==> config.mk <==
export PLATFORM = sky130hd
export DESIGN_NAME = rv32_multicycle
export DESIGN_NICKNAME = d
export VERILOG_FILES = /design/src/hw/rv_pkg.sv /design/src/hw/alu.sv /design/src/hw/register_file.sv /design/src/hw/imm_gen.sv /design/src/hw/datapath.sv /design/src/hw/control_unit.sv /design/src/hw/rv32_multicycle.sv
export SDC_FILE = /design/constraint.sdc
export NUM_CORES = 2
export LEC_CHECK = 0
export ABC_AREA = 1
export BUFFER_PORTS_ARGS = -buffer_cell sky130_fd_sc_hd__buf_4
export CAP_MARGIN = 15
export CORE_MARGIN = 1.5
export CORE_UTILIZATION = 46
export CTS_CLUSTER_DIAMETER = 120
export DETAILED_ROUTE_END_ITERATION = 12
export SLEW_MARGIN = 20
export SYNTH_ARGS = -nofsm -noshare
export SYNTH_HDL_FRONTEND = slang
export SYNTH_SLANG_ARGS = --single-unit
==> constraint.sdc <==
create_clock -name clock -period 88.8 [get_ports clock]
set_clock_uncertainty 0.2 [all_clocks]
set_input_delay 17.76 -clock clock [delete_from_list [all_inputs] [get_ports clock]]
set_output_delay 17.76 -clock clock [all_outputs]
set_load 0.02 [all_outputs]
==> src/hw/rv_pkg.sv <==
/*
 * rv32 core shared definitions
 * opcodes, ALU function codes, register write sources and the instruction union
 */
package rv_pkg;

  typedef logic [31:0] word_t;
  typedef logic [6:0] opcode_t;
  typedef logic [2:0] alu_src_t;
  typedef logic [1:0] wr_src_t;

  localparam int BYTE_NUM = 4;

  localparam opcode_t OP_LUI    = 7'b0110111;
  localparam opcode_t OP_AUIPC  = 7'b0010111;
  localparam opcode_t OP_JAL    = 7'b1101111;
  localparam opcode_t OP_JALR   = 7'b1100111;
  localparam opcode_t OP_BRANCH = 7'b1100011;
  localparam opcode_t OP_LOAD   = 7'b0000011;
  localparam opcode_t OP_STORE  = 7'b0100011;
  localparam opcode_t OP_IMM    = 7'b0010011;
  localparam opcode_t OP_REG    = 7'b0110011;

  // ALU function codes follow funct3
  localparam alu_src_t ALU_ADD  = 3'b000;
  localparam alu_src_t ALU_SLL  = 3'b001;
  localparam alu_src_t ALU_SLT  = 3'b010;
  localparam alu_src_t ALU_SLTU = 3'b011;
  localparam alu_src_t ALU_XOR  = 3'b100;
  localparam alu_src_t ALU_SR   = 3'b101;
  localparam alu_src_t ALU_OR   = 3'b110;
  localparam alu_src_t ALU_AND  = 3'b111;

  localparam wr_src_t WR_ALU = 2'b00;
  localparam wr_src_t WR_MEM = 2'b10;
  localparam wr_src_t WR_PC4 = 2'b11;

  // all six formats overlay the same instruction word
  typedef union packed {
    struct packed {
      logic [6:0] funct7; logic [4:0] rs2; logic [4:0] rs1;
      logic [2:0] funct3; logic [4:0] rd; opcode_t opcode;
    } r;
    struct packed {
      logic [11:0] imm; logic [4:0] rs1; logic [2:0] funct3;
      logic [4:0] rd; opcode_t opcode;
    } i;
    struct packed {
      logic [6:0] imm_hi; logic [4:0] rs2; logic [4:0] rs1;
      logic [2:0] funct3; logic [4:0] imm_lo; opcode_t opcode;
    } s;
    struct packed {
      logic imm_12; logic [5:0] imm_10_5; logic [4:0] rs2; logic [4:0] rs1;
      logic [2:0] funct3; logic [3:0] imm_4_1; logic imm_11; opcode_t opcode;
    } b;
    struct packed {
      logic [19:0] imm_31_12; logic [4:0] rd; opcode_t opcode;
    } u;
    struct packed {
      logic imm_20; logic [9:0] imm_10_1; logic imm_11; logic [7:0] imm_19_12;
      logic [4:0] rd; opcode_t opcode;
    } j;
  } instr_u;

endpackage

==> src/hw/alu.sv <==
/*
 * rv32 ALU
 * one shared adder/subtractor supplies add, sub, the set-less-than results
 * and the zero, negative, carry and overflow flags used by branches
 */
`timescale 1ns/100ps

module alu (
  input  rv_pkg::word_t    a,
  input  rv_pkg::word_t    b,
  input  rv_pkg::alu_src_t alu_src,
  input  logic             sub,
  input  logic             arithmetic,
  output rv_pkg::word_t    y,
  output logic             zero,
  output logic             negative,
  output logic             carry_out,
  output logic             overflow
);
  import rv_pkg::*;

  logic       do_sub;
  word_t      b_op;
  word_t      sum;
  logic [4:0] shamt;

  // the compares need a - b even when sub is low
  assign do_sub = sub | (alu_src == ALU_SLT) | (alu_src == ALU_SLTU);
  assign b_op   = b ^ {32{do_sub}};
  assign {carry_out, sum} = {1'b0, a} + {1'b0, b_op} + {32'b0, do_sub};

  assign zero     = (sum == '0);
  assign negative = sum[31];
  assign overflow = (a[31] == b_op[31]) && (sum[31] != a[31]);
  assign shamt    = b[4:0];

  always_comb begin
    case (alu_src)
      ALU_ADD:  y = sum;
      ALU_SLL:  y = a << shamt;
      ALU_SLT:  y = {31'b0, negative ^ overflow};
      ALU_SLTU: y = {31'b0, ~carry_out};
      ALU_XOR:  y = a ^ b;
      ALU_SR:   y = arithmetic ? word_t'($signed(a) >>> shamt) : a >> shamt;
      ALU_OR:   y = a | b;
      default:  y = a & b;
    endcase
  end

endmodule

==> src/hw/register_file.sv <==
/*
 * 32 x 32 integer register file
 * two combinational read ports, one write port, x0 reads as zero
 */
`timescale 1ns/100ps

module register_file (
  input  logic          clock,
  input  logic          reset,
  input  logic [4:0]    rs1,
  input  logic [4:0]    rs2,
  input  logic [4:0]    rd,
  input  logic          wr_en,
  input  rv_pkg::word_t wr_data,
  output rv_pkg::word_t rd1,
  output rv_pkg::word_t rd2
);
  import rv_pkg::*;

  word_t regs [32];

  always_ff @(posedge clock or posedge reset) begin
    if (reset) begin
      for (int n = 0; n < 32; n++) begin
        regs[n] <= '0;
      end
    end else if (wr_en && rd != 5'd0) begin
      regs[rd] <= wr_data;
    end
  end

  assign rd1 = (rs1 == 5'd0) ? '0 : regs[rs1];
  assign rd2 = (rs2 == 5'd0) ? '0 : regs[rs2];

endmodule

==> src/hw/imm_gen.sv <==
/*
 * immediate generator
 * picks the format from the opcode and builds the sign-extended immediate
 */
`timescale 1ns/100ps

module imm_gen (
  input  rv_pkg::instr_u instr,
  output rv_pkg::word_t  imm
);
  import rv_pkg::*;

  always_comb begin
    case (instr.r.opcode)
      OP_IMM, OP_LOAD, OP_JALR: begin
        imm = {{20{instr.i.imm[11]}}, instr.i.imm};
      end
      OP_STORE: begin
        imm = {{20{instr.s.imm_hi[6]}}, instr.s.imm_hi, instr.s.imm_lo};
      end
      OP_BRANCH: begin
        imm = {{19{instr.b.imm_12}}, instr.b.imm_12, instr.b.imm_11,
               instr.b.imm_10_5, instr.b.imm_4_1, 1'b0};
      end
      OP_LUI, OP_AUIPC: begin
        imm = {instr.u.imm_31_12, 12'b0};
      end
      OP_JAL: begin
        imm = {{11{instr.j.imm_20}}, instr.j.imm_20, instr.j.imm_19_12,
               instr.j.imm_11, instr.j.imm_10_1, 1'b0};
      end
      // register-register has no immediate
      default: imm = '0;
    endcase
  end

endmodule

==> src/hw/datapath.sv <==
/*
 * rv32 multicycle datapath
 * PC, instruction and store data registers, operand selection, load
 * extension and register write-back around the ALU and register file
 */
`timescale 1ns/100ps

module datapath #(
  parameter rv_pkg::word_t RESET_PC = 32'h0
) (
  input  logic             clock,
  input  logic             reset,
  input  logic             alua_src,
  input  logic             alub_src,
  input  rv_pkg::alu_src_t alu_src,
  input  logic             sub,
  input  logic             arithmetic,
  input  logic             alupc_src,
  input  logic             pc_src,
  input  logic             pc_en,
  input  rv_pkg::wr_src_t  wr_reg_src,
  input  logic             wr_reg_en,
  input  logic             ir_en,
  input  logic             mem_addr_src,
  output rv_pkg::opcode_t  opcode,
  output logic [2:0]       funct3,
  output logic [6:0]       funct7,
  output logic             zero,
  output logic             negative,
  output logic             carry_out,
  output logic             overflow,
  output rv_pkg::word_t    mem_addr,
  output rv_pkg::word_t    mem_wdata,
  input  rv_pkg::word_t    mem_rdata
);
  import rv_pkg::*;

  word_t      pc;
  word_t      pc_plus4;
  word_t      pc_target;
  instr_u     ir;
  word_t      wdata_q;
  word_t      imm;
  word_t      rd1;
  word_t      rd2;
  word_t      alu_a;
  word_t      alu_b;
  word_t      alu_y;
  word_t      load_data;
  word_t      wr_data;
  logic [4:0] rs1_addr;

  always_ff @(posedge clock or posedge reset) begin
    if (reset) begin
      pc <= RESET_PC;
    end else if (pc_en) begin
      pc <= pc_src ? pc_target : pc_plus4;
    end
  end

  always_ff @(posedge clock) begin
    if (ir_en) begin
      ir <= mem_rdata;
    end
    // store data follows rs2, stable once decode is done
    wdata_q <= rd2;
  end

  assign pc_plus4  = pc + 32'd4;
  assign pc_target = alupc_src ? {alu_y[31:1], 1'b0} : pc + imm;

  assign opcode = ir.r.opcode;
  assign funct3 = ir.r.funct3;
  assign funct7 = ir.r.funct7;

  // lui adds its immediate to x0, its rs1 bits belong to the immediate
  assign rs1_addr = (ir.r.opcode == OP_LUI) ? 5'd0 : ir.r.rs1;

  register_file regs0 (
    .clock(clock), .reset(reset), .rs1(rs1_addr), .rs2(ir.r.rs2), .rd(ir.r.rd),
    .wr_en(wr_reg_en), .wr_data(wr_data), .rd1(rd1), .rd2(rd2)
  );

  imm_gen imm0 (.instr(ir), .imm(imm));

  assign alu_a = alua_src ? pc : rd1;
  assign alu_b = alub_src ? imm : rd2;

  alu alu0 (
    .a(alu_a), .b(alu_b), .alu_src(alu_src), .sub(sub), .arithmetic(arithmetic),
    .y(alu_y), .zero(zero), .negative(negative), .carry_out(carry_out),
    .overflow(overflow)
  );

  // load data arrives in the low lanes
  always_comb begin
    case (ir.r.funct3)
      3'b000:  load_data = {{24{mem_rdata[7]}}, mem_rdata[7:0]};
      3'b001:  load_data = {{16{mem_rdata[15]}}, mem_rdata[15:0]};
      3'b100:  load_data = {24'b0, mem_rdata[7:0]};
      3'b101:  load_data = {16'b0, mem_rdata[15:0]};
      default: load_data = mem_rdata;
    endcase
  end

  always_comb begin
    case (wr_reg_src)
      WR_MEM:  wr_data = load_data;
      WR_PC4:  wr_data = pc_plus4;
      default: wr_data = alu_y;
    endcase
  end

  assign mem_addr  = mem_addr_src ? alu_y : pc;
  assign mem_wdata = wdata_q;

endmodule

==> src/hw/control_unit.sv <==
/*
 * multicycle control unit
 * steps each instruction through fetch, decode and execute or load/store,
 * driving the datapath selects and the memory strobes
 */
`timescale 1ns/100ps

module control_unit (
  input  logic                       clock,
  input  logic                       reset,
  input  logic                       mem_busy,
  output logic                       mem_rd_en,
  output logic                       mem_wr_en,
  output logic [rv_pkg::BYTE_NUM-1:0] mem_byte_en,
  input  rv_pkg::opcode_t            opcode,
  input  logic [2:0]                 funct3,
  input  logic [6:0]                 funct7,
  input  logic                       zero,
  input  logic                       negative,
  input  logic                       carry_out,
  input  logic                       overflow,
  output logic                       alua_src,
  output logic                       alub_src,
  output rv_pkg::alu_src_t           alu_src,
  output logic                       sub,
  output logic                       arithmetic,
  output logic                       alupc_src,
  output logic                       pc_src,
  output logic                       pc_en,
  output rv_pkg::wr_src_t            wr_reg_src,
  output logic                       wr_reg_en,
  output logic                       ir_en,
  output logic                       mem_addr_src,
  output logic                       halted
);
  import rv_pkg::*;

  localparam logic [3:0] IDLE    = 4'h0;
  localparam logic [3:0] FETCH   = 4'h1;
  localparam logic [3:0] FETCH2  = 4'h2;
  localparam logic [3:0] DECODE  = 4'h3;
  localparam logic [3:0] REG_REG = 4'h4;
  localparam logic [3:0] LUI     = 4'h5;
  localparam logic [3:0] REG_IMM = 4'h6;
  localparam logic [3:0] AUIPC   = 4'h7;
  localparam logic [3:0] JAL     = 4'h8;
  localparam logic [3:0] BRANCH  = 4'h9;
  localparam logic [3:0] JALR    = 4'hA;
  localparam logic [3:0] LOAD    = 4'hB;
  localparam logic [3:0] LOAD2   = 4'hC;
  localparam logic [3:0] STORE   = 4'hD;
  localparam logic [3:0] STORE2  = 4'hE;
  localparam logic [3:0] HALT    = 4'hF;

  logic [3:0] state;
  logic [3:0] next_state;
  logic       eq_cond;
  logic       lt_cond;
  logic       ltu_cond;
  logic       take_branch;
  logic [BYTE_NUM-1:0] size_en;

  always_ff @(posedge clock or posedge reset) begin
    if (reset) begin
      state <= IDLE;
    end else begin
      state <= next_state;
    end
  end

  // branch decision from the subtract flags, funct3[0] inverts the sense
  assign eq_cond     = zero ^ funct3[0];
  assign lt_cond     = (negative ^ overflow) ^ funct3[0];
  assign ltu_cond    = ~carry_out ^ funct3[0];
  assign take_branch = funct3[1] ? ltu_cond : (funct3[2] ? lt_cond : eq_cond);

  always_comb begin
    case (funct3[1:0])
      2'b00:   size_en = 4'h1;
      2'b01:   size_en = 4'h3;
      default: size_en = 4'hF;
    endcase
  end

  assign halted = (state == HALT);

  always_comb begin
    next_state   = state;
    mem_rd_en    = 1'b0;
    mem_wr_en    = 1'b0;
    mem_byte_en  = '0;
    alua_src     = 1'b0;
    alub_src     = 1'b0;
    alu_src      = ALU_ADD;
    sub          = 1'b0;
    arithmetic   = 1'b0;
    alupc_src    = 1'b0;
    pc_src       = 1'b0;
    pc_en        = 1'b0;
    wr_reg_src   = WR_ALU;
    wr_reg_en    = 1'b0;
    ir_en        = 1'b0;
    mem_addr_src = 1'b0;

    case (state)
      IDLE: next_state = FETCH;
      FETCH: begin
        mem_rd_en   = 1'b1;
        mem_byte_en = '1;
        if (mem_busy) begin
          next_state = FETCH2;
        end
      end
      FETCH2: begin
        mem_byte_en = '1;
        if (mem_busy) begin
          mem_rd_en = 1'b1;
        end else begin
          ir_en      = 1'b1;
          next_state = DECODE;
        end
      end
      DECODE: begin
        case (opcode)
          OP_REG:    next_state = REG_REG;
          OP_IMM:    next_state = REG_IMM;
          OP_LUI:    next_state = LUI;
          OP_AUIPC:  next_state = AUIPC;
          OP_JAL:    next_state = JAL;
          OP_JALR:   next_state = JALR;
          OP_BRANCH: next_state = BRANCH;
          OP_LOAD:   next_state = LOAD;
          OP_STORE:  next_state = STORE;
          default:   next_state = HALT;
        endcase
      end
      REG_REG: begin
        alu_src    = funct3;
        sub        = funct7[5];
        arithmetic = funct7[5];
        wr_reg_en  = 1'b1;
        pc_en      = 1'b1;
        next_state = FETCH;
      end
      REG_IMM: begin
        alub_src   = 1'b1;
        alu_src    = funct3;
        // only srai carries funct7 in its immediate
        arithmetic = (funct3 == ALU_SR) & funct7[5];
        wr_reg_en  = 1'b1;
        pc_en      = 1'b1;
        next_state = FETCH;
      end
      LUI: begin
        alub_src   = 1'b1;
        wr_reg_en  = 1'b1;
        pc_en      = 1'b1;
        next_state = FETCH;
      end
      AUIPC: begin
        alua_src   = 1'b1;
        alub_src   = 1'b1;
        wr_reg_en  = 1'b1;
        pc_en      = 1'b1;
        next_state = FETCH;
      end
      JAL: begin
        pc_src     = 1'b1;
        wr_reg_src = WR_PC4;
        wr_reg_en  = 1'b1;
        pc_en      = 1'b1;
        next_state = FETCH;
      end
      JALR: begin
        alub_src   = 1'b1;
        alupc_src  = 1'b1;
        pc_src     = 1'b1;
        wr_reg_src = WR_PC4;
        wr_reg_en  = 1'b1;
        pc_en      = 1'b1;
        next_state = FETCH;
      end
      BRANCH: begin
        sub        = 1'b1;
        pc_src     = take_branch;
        pc_en      = 1'b1;
        next_state = FETCH;
      end
      LOAD, LOAD2: begin
        alub_src     = 1'b1;
        mem_addr_src = 1'b1;
        mem_byte_en  = size_en;
        wr_reg_src   = WR_MEM;
        if (state == LOAD) begin
          mem_rd_en = 1'b1;
          if (mem_busy) begin
            next_state = LOAD2;
          end
        end else if (mem_busy) begin
          mem_rd_en = 1'b1;
        end else begin
          wr_reg_en  = 1'b1;
          pc_en      = 1'b1;
          next_state = FETCH;
        end
      end
      STORE, STORE2: begin
        alub_src     = 1'b1;
        mem_addr_src = 1'b1;
        mem_byte_en  = size_en;
        if (state == STORE) begin
          mem_wr_en = 1'b1;
          if (mem_busy) begin
            next_state = STORE2;
          end
        end else if (mem_busy) begin
          mem_wr_en = 1'b1;
        end else begin
          pc_en      = 1'b1;
          next_state = FETCH;
        end
      end
      default: next_state = HALT;
    endcase
  end

endmodule

==> src/hw/rv32_multicycle.sv <==
/*
 * rv32 multicycle core top level
 * joins the control unit and the datapath to the shared memory port
 */
`timescale 1ns/100ps

module rv32_multicycle #(
  parameter rv_pkg::word_t RESET_PC = 32'h0
) (
  input  logic                        clock,
  input  logic                        reset,
  input  logic                        mem_busy,
  input  rv_pkg::word_t               mem_rdata,
  output rv_pkg::word_t               mem_addr,
  output rv_pkg::word_t               mem_wdata,
  output logic                        mem_rd_en,
  output logic                        mem_wr_en,
  output logic [rv_pkg::BYTE_NUM-1:0] mem_byte_en,
  output logic                        halted
);
  import rv_pkg::*;

  opcode_t    opcode;
  logic [2:0] funct3;
  logic [6:0] funct7;
  logic       zero, negative, carry_out, overflow;
  logic       alua_src, alub_src, sub, arithmetic;
  alu_src_t   alu_src;
  logic       alupc_src, pc_src, pc_en;
  wr_src_t    wr_reg_src;
  logic       wr_reg_en, ir_en, mem_addr_src;

  control_unit ctrl0 (
    .clock(clock), .reset(reset), .mem_busy(mem_busy), .mem_rd_en(mem_rd_en),
    .mem_wr_en(mem_wr_en), .mem_byte_en(mem_byte_en), .opcode(opcode),
    .funct3(funct3), .funct7(funct7), .zero(zero), .negative(negative),
    .carry_out(carry_out), .overflow(overflow), .alua_src(alua_src),
    .alub_src(alub_src), .alu_src(alu_src), .sub(sub), .arithmetic(arithmetic),
    .alupc_src(alupc_src), .pc_src(pc_src), .pc_en(pc_en), .wr_reg_src(wr_reg_src),
    .wr_reg_en(wr_reg_en), .ir_en(ir_en), .mem_addr_src(mem_addr_src),
    .halted(halted)
  );

  datapath #(.RESET_PC(RESET_PC)) dp0 (
    .clock(clock), .reset(reset), .alua_src(alua_src), .alub_src(alub_src),
    .alu_src(alu_src), .sub(sub), .arithmetic(arithmetic), .alupc_src(alupc_src),
    .pc_src(pc_src), .pc_en(pc_en), .wr_reg_src(wr_reg_src), .wr_reg_en(wr_reg_en),
    .ir_en(ir_en), .mem_addr_src(mem_addr_src), .opcode(opcode), .funct3(funct3),
    .funct7(funct7), .zero(zero), .negative(negative), .carry_out(carry_out),
    .overflow(overflow), .mem_addr(mem_addr), .mem_wdata(mem_wdata),
    .mem_rdata(mem_rdata)
  );

endmodule

### After elaboration in Yosys (flattened, before gate mapping)

Index checks and enable logic that the tools add are counted.

| word-level totals | value |
|---|---|
| bits of input ports | 35 |
| word-level logic and storage cells | 183 |
| output and inout port bits | 71 |
| memory bits (read-only) | 0 |
| register bits after elaboration | 1,124 |
| latch bits | 0 |
| bits in writable memories | 0 |
| memories kept | 0 |

| cells by class | value |
|---|---|
| order comparisons | 4 |
| reduce and logical (&&, ||, !) cells | 24 |
| bitwise logic cells | 15 |
| add/subtract/negate cells | 4 |
| multipliers | 0 |
| divide/modulo/power cells | 0 |
| shift operators | 3 |
| equal/unequal tests | 42 |
| multiplexer cells | 55 |

Operators with widths:

| operator | number |
|---|---|
| bitwise mux 1024 bit | 1 |
| two-way mux 32 bit | 13 |
| binary-select mux 32 bit (select 5 bit) | 2 |
| case mux 32 bit (7 select lines) | 1 |
| demux 32 bit (select 5 bit) | 1 |
| case mux 32 bit (5 select lines) | 1 |
| case mux 32 bit (4 select lines) | 1 |
| case mux 32 bit (2 select lines) | 1 |
| bitwise XOR 32 bit | 2 |
| case mux 4 bit (9 select lines) | 1 |
| adder 32 x 32 -> 33 bit | 1 |
| adder 33 x 1 -> 33 bit | 1 |
| adder 32 x 3 -> 32 bit (second input constant) | 1 |
| adder 32 bit | 1 |
| bitwise AND 32 bit | 1 |
| == test 4 bit (second input constant) | 8 |
| zero test 32 bit | 1 |
| bitwise OR 32 bit | 1 |
| left shift 32 x 5 -> 32 bit | 1 |
| >> shifter 32 x 5 -> 32 bit | 1 |
| >>> shifter 32 x 5 -> 32 bit | 1 |
| two-way mux 4 bit | 7 |
| case mux 4 bit (6 select lines) | 1 |
| == test 7 x 6 -> 1 bit (second input constant) | 3 |
| other kinds (42) | 94 |

### Logic depth before layout (Yosys ltp)

| logic depth | value |
|---|---|
| depth in word-level cells | 18 |
| mapped depth | 45 |
| mapped depth without buffers | 41 |

### Hierarchy

Synthesis repeated with hierarchy kept, for this count alone.

| second synthesis, totals | value |
|---|---|
| cell total of the unflattened synthesis | 11,458 |
| area, all modules | 74,348.8 sq um |

By module, submodules not included:

| module | times used | cells an instance | area an instance (sq um) | sequential area each (sq um) |
|---|---|---|---|---|
| register_file | 1 | 8,295 | 56,375.3 | 25,624.6 |
| datapath | 1 | 1,318 | 8,458.1 | 2,402.3 |
| alu | 1 | 1,528 | 7,965.1 | 0.0 |
| control_unit | 1 | 154 | 790.8 | 100.1 |
| imm_gen | 1 | 163 | 759.5 | 0.0 |

### Worst setup path after synthesis

OpenSTA, ideal clock, no wires.

| timing path | value |
|---|---|
| path kind | input-to-output |
| start point | input mem_busy |
| end point | output mem_wr_en |
| data required time | 70.840 ns |
| slack | 52.467 ns |
| arrival | 18.373 ns |
| stages | 2 |
| path buffers | 0 |
| cells stage by stage | nand3_1 > o21ai_0 |

| between the ends | value |
|---|---|
| cells in the longest elaborated chain, start to end | 3 |

Ends and longest elaborated chain:

| element | RTL line | text |
|---|---|---|
| from (decl) | rv32_multicycle.sv:12 | `input logic mem_busy,` |
| two-way mux 1 bit | control_unit.sv:216 | `end else if (mem_busy) begin` |
| two-way mux 1 bit | control_unit.sv:211 | `if (state == STORE) begin` |
| two-way mux 1 bit | control_unit.sv:105 | `case (state)` |
| to (decl) | rv32_multicycle.sv:17 | `output logic mem_wr_en,` |

Every way passes these cells.

### Final worst setup path

Ends and elaborated chain as after synthesis.

==> results.txt <==
The initial antenna violation count came to 9. The required time of the critical path came out at 70840 ps. The biggest cell delay along the critical path came out at 330 ps. The number of clock sinks came out at 1124. The synthesized area divided by synthesized cell count is 6.77 um^2.

For this run, the detailed router's first-pass iteration total came to 7. The number of global-route vias before repair is 72849. The worst-margin pin slew came out at 1290 ps. The clock buffer count from CTS came out at 136. Global routing consumed, over all layers together, 40.5% of the routing resources.

The area of the die came out at 0.163 mm^2. The root buffer cell is clkbuf_16. The final cell count without fillers is 12701.

For this design the ratio of total power to cell area is 42.0 mW/mm^2. STA classifies the critical path endpoint as an output pin. In the synthesized netlist the dominant register cell turns out to be dfrtp_1. The detailed router placed 78127 vias in this run. The latest clock arrival within the worst-skew pair is 830 ps. In this run, the number of DRC markers left after iteration 0 of detailed routing was 11213. The headroom to the max-slew limit came out at 13.9%. Synthesis produced a netlist with a net count of 11085.

The instance area after placement came out at 0.0753 mm^2. The power share of the combinational group came out at 57.7%. The remaining antenna violation count came out at 0.

The final routed wirelength across all metal layers is 337 mm. The classification of the worst setup path is input pin to output pin. The largest net degree at the start of global routing came out at 184. The share of the synthesized area in the top cell type came out at 35.9%. The number of enable-type register cells in the synthesized netlist came out at 32. The maximum count of clock buffers along a single path is 3. After filler insertion, the fill cell instance count of the layout stands at 15882. The count of state elements after synthesis is 1124. The flow ran to the end, and the final reports show no timing, DRC or antenna violations. Derived from the worst setup path, the maximum achievable clock frequency is 27.4 MHz.

The switching power is 1.79 mW. Traced cell by cell, the critical path runs through buf_4 -> nand3_1 -> o21ai_0 -> buf_4. The antenna diode instance count is 0. The critical path launch point type is an input pin. The number of buffers inserted by post-CTS setup repair came out at 0. The count of pins over their slew limit is 0. The leakage power of the design is 38.5 nW. The setup total negative slack came out at 0 ps.

In this run the most critical hold path is launched from dp0.regs0.regs[1012]. The die width came out at 404 um. Data arrives at the worst endpoint at 18550 ps. The number of distinct library cells after synthesis is 71. The fraction of the yosys area taken by sequential cells came out at 38.1%.

The finished cells cover 0.0798 mm^2. The sequential fraction of design power is 25.5%. The number of setup violations in the final report came out at 0. The most common cell after layout, fill and taps aside is nand2_1. The first global-routing pass estimated 491 mm of wire.

The number of instances resized during post-cts repair is 0. The number of hold-slack violations in the final timing report came to 0. After the last flow step, the layout net total stands at 10692.

For this design, the CTS-stage hold fixing added 0 buffers. The final global-route overflow total came out at 0. The share of flip-flops with an asynchronous set or reset came out at 94.3%. The launch point of the worst path is mem_busy. The detailed-placement wirelength estimate is 215 mm. The number of vias per cell came out at 6.15. In this run the critical register-to-register path is launched from dp0.ir[3].

The average wire per cell in the routed design came out at 26.5 um. TritonCTS built the clock tree. The clock network accounts for 16.8% of the total power. The clock transition at the register clock pins on the worst setup and hold paths after CTS came out at 60 ps. The die is 404 um tall. The count of input and output buffers came out at 105.

The largest fanout of any net on the critical path came out at 7. The ratio of cells with drive above 1 in the final layout came out at 6.84%. Dividing the final minimum period by the clock period gives 41.1%. For this run, design rule violations remaining after detail routing come to 0. For the finished layout, the period the worst path requires is 36510 ps. The top-level I/O count came out at 106. The cell-internal power came out at 1.56 mW.

CTS built an H-tree with a depth of 4. The max-cap violation count came out at 0. Among all stages on the critical path, the largest delay is contributed by o21ai_0. At the end of routability-driven placement, the weighted congestion stood at 1.06. Synthesis produced a netlist whose cell count is 10920. The placeable core region is 0.159 mm^2.

The critical path's most frequent cell is buf_4. The area growth from synthesis to layout is 8.05%. For this run, the share of the core covered by cells in the final layout is 50.2%.

The switching share of total power came out at 53.4%. The initialized floorplan defines 146 standard-cell rows. The path category of the worst min-delay check is register to register. The worst-case IR drop observed on VDD is 72.1 uV. Setup repair after global routing left no endpoint under its margin. The total number of yosys warnings is 0. The number of cells after detailed placement is 12457. The cell area after synthesis is 0.0739 mm^2. By area the synthesized netlist is led by dfrtp_1 36%, nand2_1 21%, o21ai_0 6.7%. The top cell types in the final layout, fill and taps aside, are 4036 x nand2_1, 1060 x dfrtp_1, 986 x o21ai_0. For this configuration, the core starts out at a cell density of 46.5%. Summed over all instances, the cell type with the most area after synthesis is dfrtp_1.
## registers in the layout, summed over array words and instances (netlist names)
| register | flops |
|---|---|
| ctrl0.state | 4 |
| dp0.ir | 32 |
| dp0.mem_wdata | 32 |
| dp0.pc | 32 |
| dp0.regs0.regs | 1024 |
## worst max-delay path, delay by kind of cell
kind,cells,cell delay (ps)
buffers and inverters,2,350
and+or+nand+nor,1,110
AOI/OAI and AO/OA,1,330
## area by class of cell
cell class,instances,area (um^2),share of cell area (%)
Multi-Input combinational cell,8147,39100,49.0
Sequential cell,1124,28100,35.2
Clock buffer,200,4040,5.06
Inverter,806,3070,3.84
Tap cell,2072,2590,3.25
Timing Repair Buffer,312,2550,3.19
Clock inverter,40,373,0.467
## stage by stage
stage	setup WS (ps)	total power [mW]	hold WS, ps
2_1_floorplan	41000	2.08	229
3_3_place_gp	52250	2.68	165
3_5_place_dp	52250	2.71	166
4_1_cts	52240	3.28	178
5_1_grt	52180	3.53	188
6_report	52290	3.35	175
## path summary, 6_finish.rpt
| kind | end | slack [ps] | depth (start not counted) |
|---|---|---|---|
| hold / removal | dp0.regs0.regs[1012] | 180 | 0 |
| min in group asynchronous | dp0.regs0.regs[667] | 16860 | 2 |
| setup / recovery | mem_wr_en | 52290 | 4 |
| setup reg to reg | dp0.pc[31] | 78440 | 39 |
| max in group asynchronous | ctrl0.state[0] | 67160 | 7 |
| hold reg to reg | dp0.regs0.regs[1012] | 180 | 0 |
## logic make-up (layout without fill, tap and decap cells)
logic type,Yosys count,count (layout),synth area share (%)
AND/OR/NAND/NOR,5527,5527,29.9
buffers and inverters,1649,1358,9.63
multiplexers,22,22,0.298
XOR/XNOR,80,80,0.948
flip-flops,1124,1124,38.1
adder cells (fa/ha/maj),130,130,2.22
AO/OA/AOI/OAI,2388,2388,18.9
## routing by layer
| metal | up-vias | part of all wire [%] | track usage (%) |
|---|---|---|---|
| met3 | 1047 | 12 | 8.36 |
| met1 | 36950 | 40 | 55.2 |
| met5 | - | 0.0077 | 0 |
| li1 | 34983 | - | - |
| met4 | 4 | 7.1 | 24.7 |
| met2 | 5143 | 41 | 58.8 |
## cells in the mapped netlist (all sizes together) (22+ instances only)
| library cell | n |
|---|---|
| nand3 | 702 |
| a21oi | 485 |
| a31oi | 47 |
| mux2i | 22 |
| nor3 | 43 |
| dfxtp | 32 |
| a32oi | 58 |
| a211oi | 22 |
| edfxtp | 32 |
| o211ai | 157 |
| nand2 | 4061 |
| xor2 | 68 |
| o22ai | 112 |
| clkinv | 26 |
| inv | 780 |
| nor2 | 628 |
| a221o | 35 |
| o221ai | 101 |
| ha | 128 |
| clkbuf | 422 |
| nand4 | 28 |
| dfrtp | 1060 |
| o21ai | 1236 |
| buf | 421 |
| o311ai | 25 |
| a32o | 27 |
| or2 | 40 |
## power by group through the flow
stage | Combinational, mW | Sequential (mW) | Clock (mW)
2_1_floorplan | 1.25 | 0.827 | 0
3_3_place_gp | 1.83 | 0.850 | 0
3_5_place_dp | 1.85 | 0.855 | 0
4_1_cts | 1.86 | 0.849 | 0.567
5_1_grt | 2.06 | 0.877 | 0.587
6_report | 1.93 | 0.853 | 0.563
No activity file was read; power rests on OpenSTA's default activity.
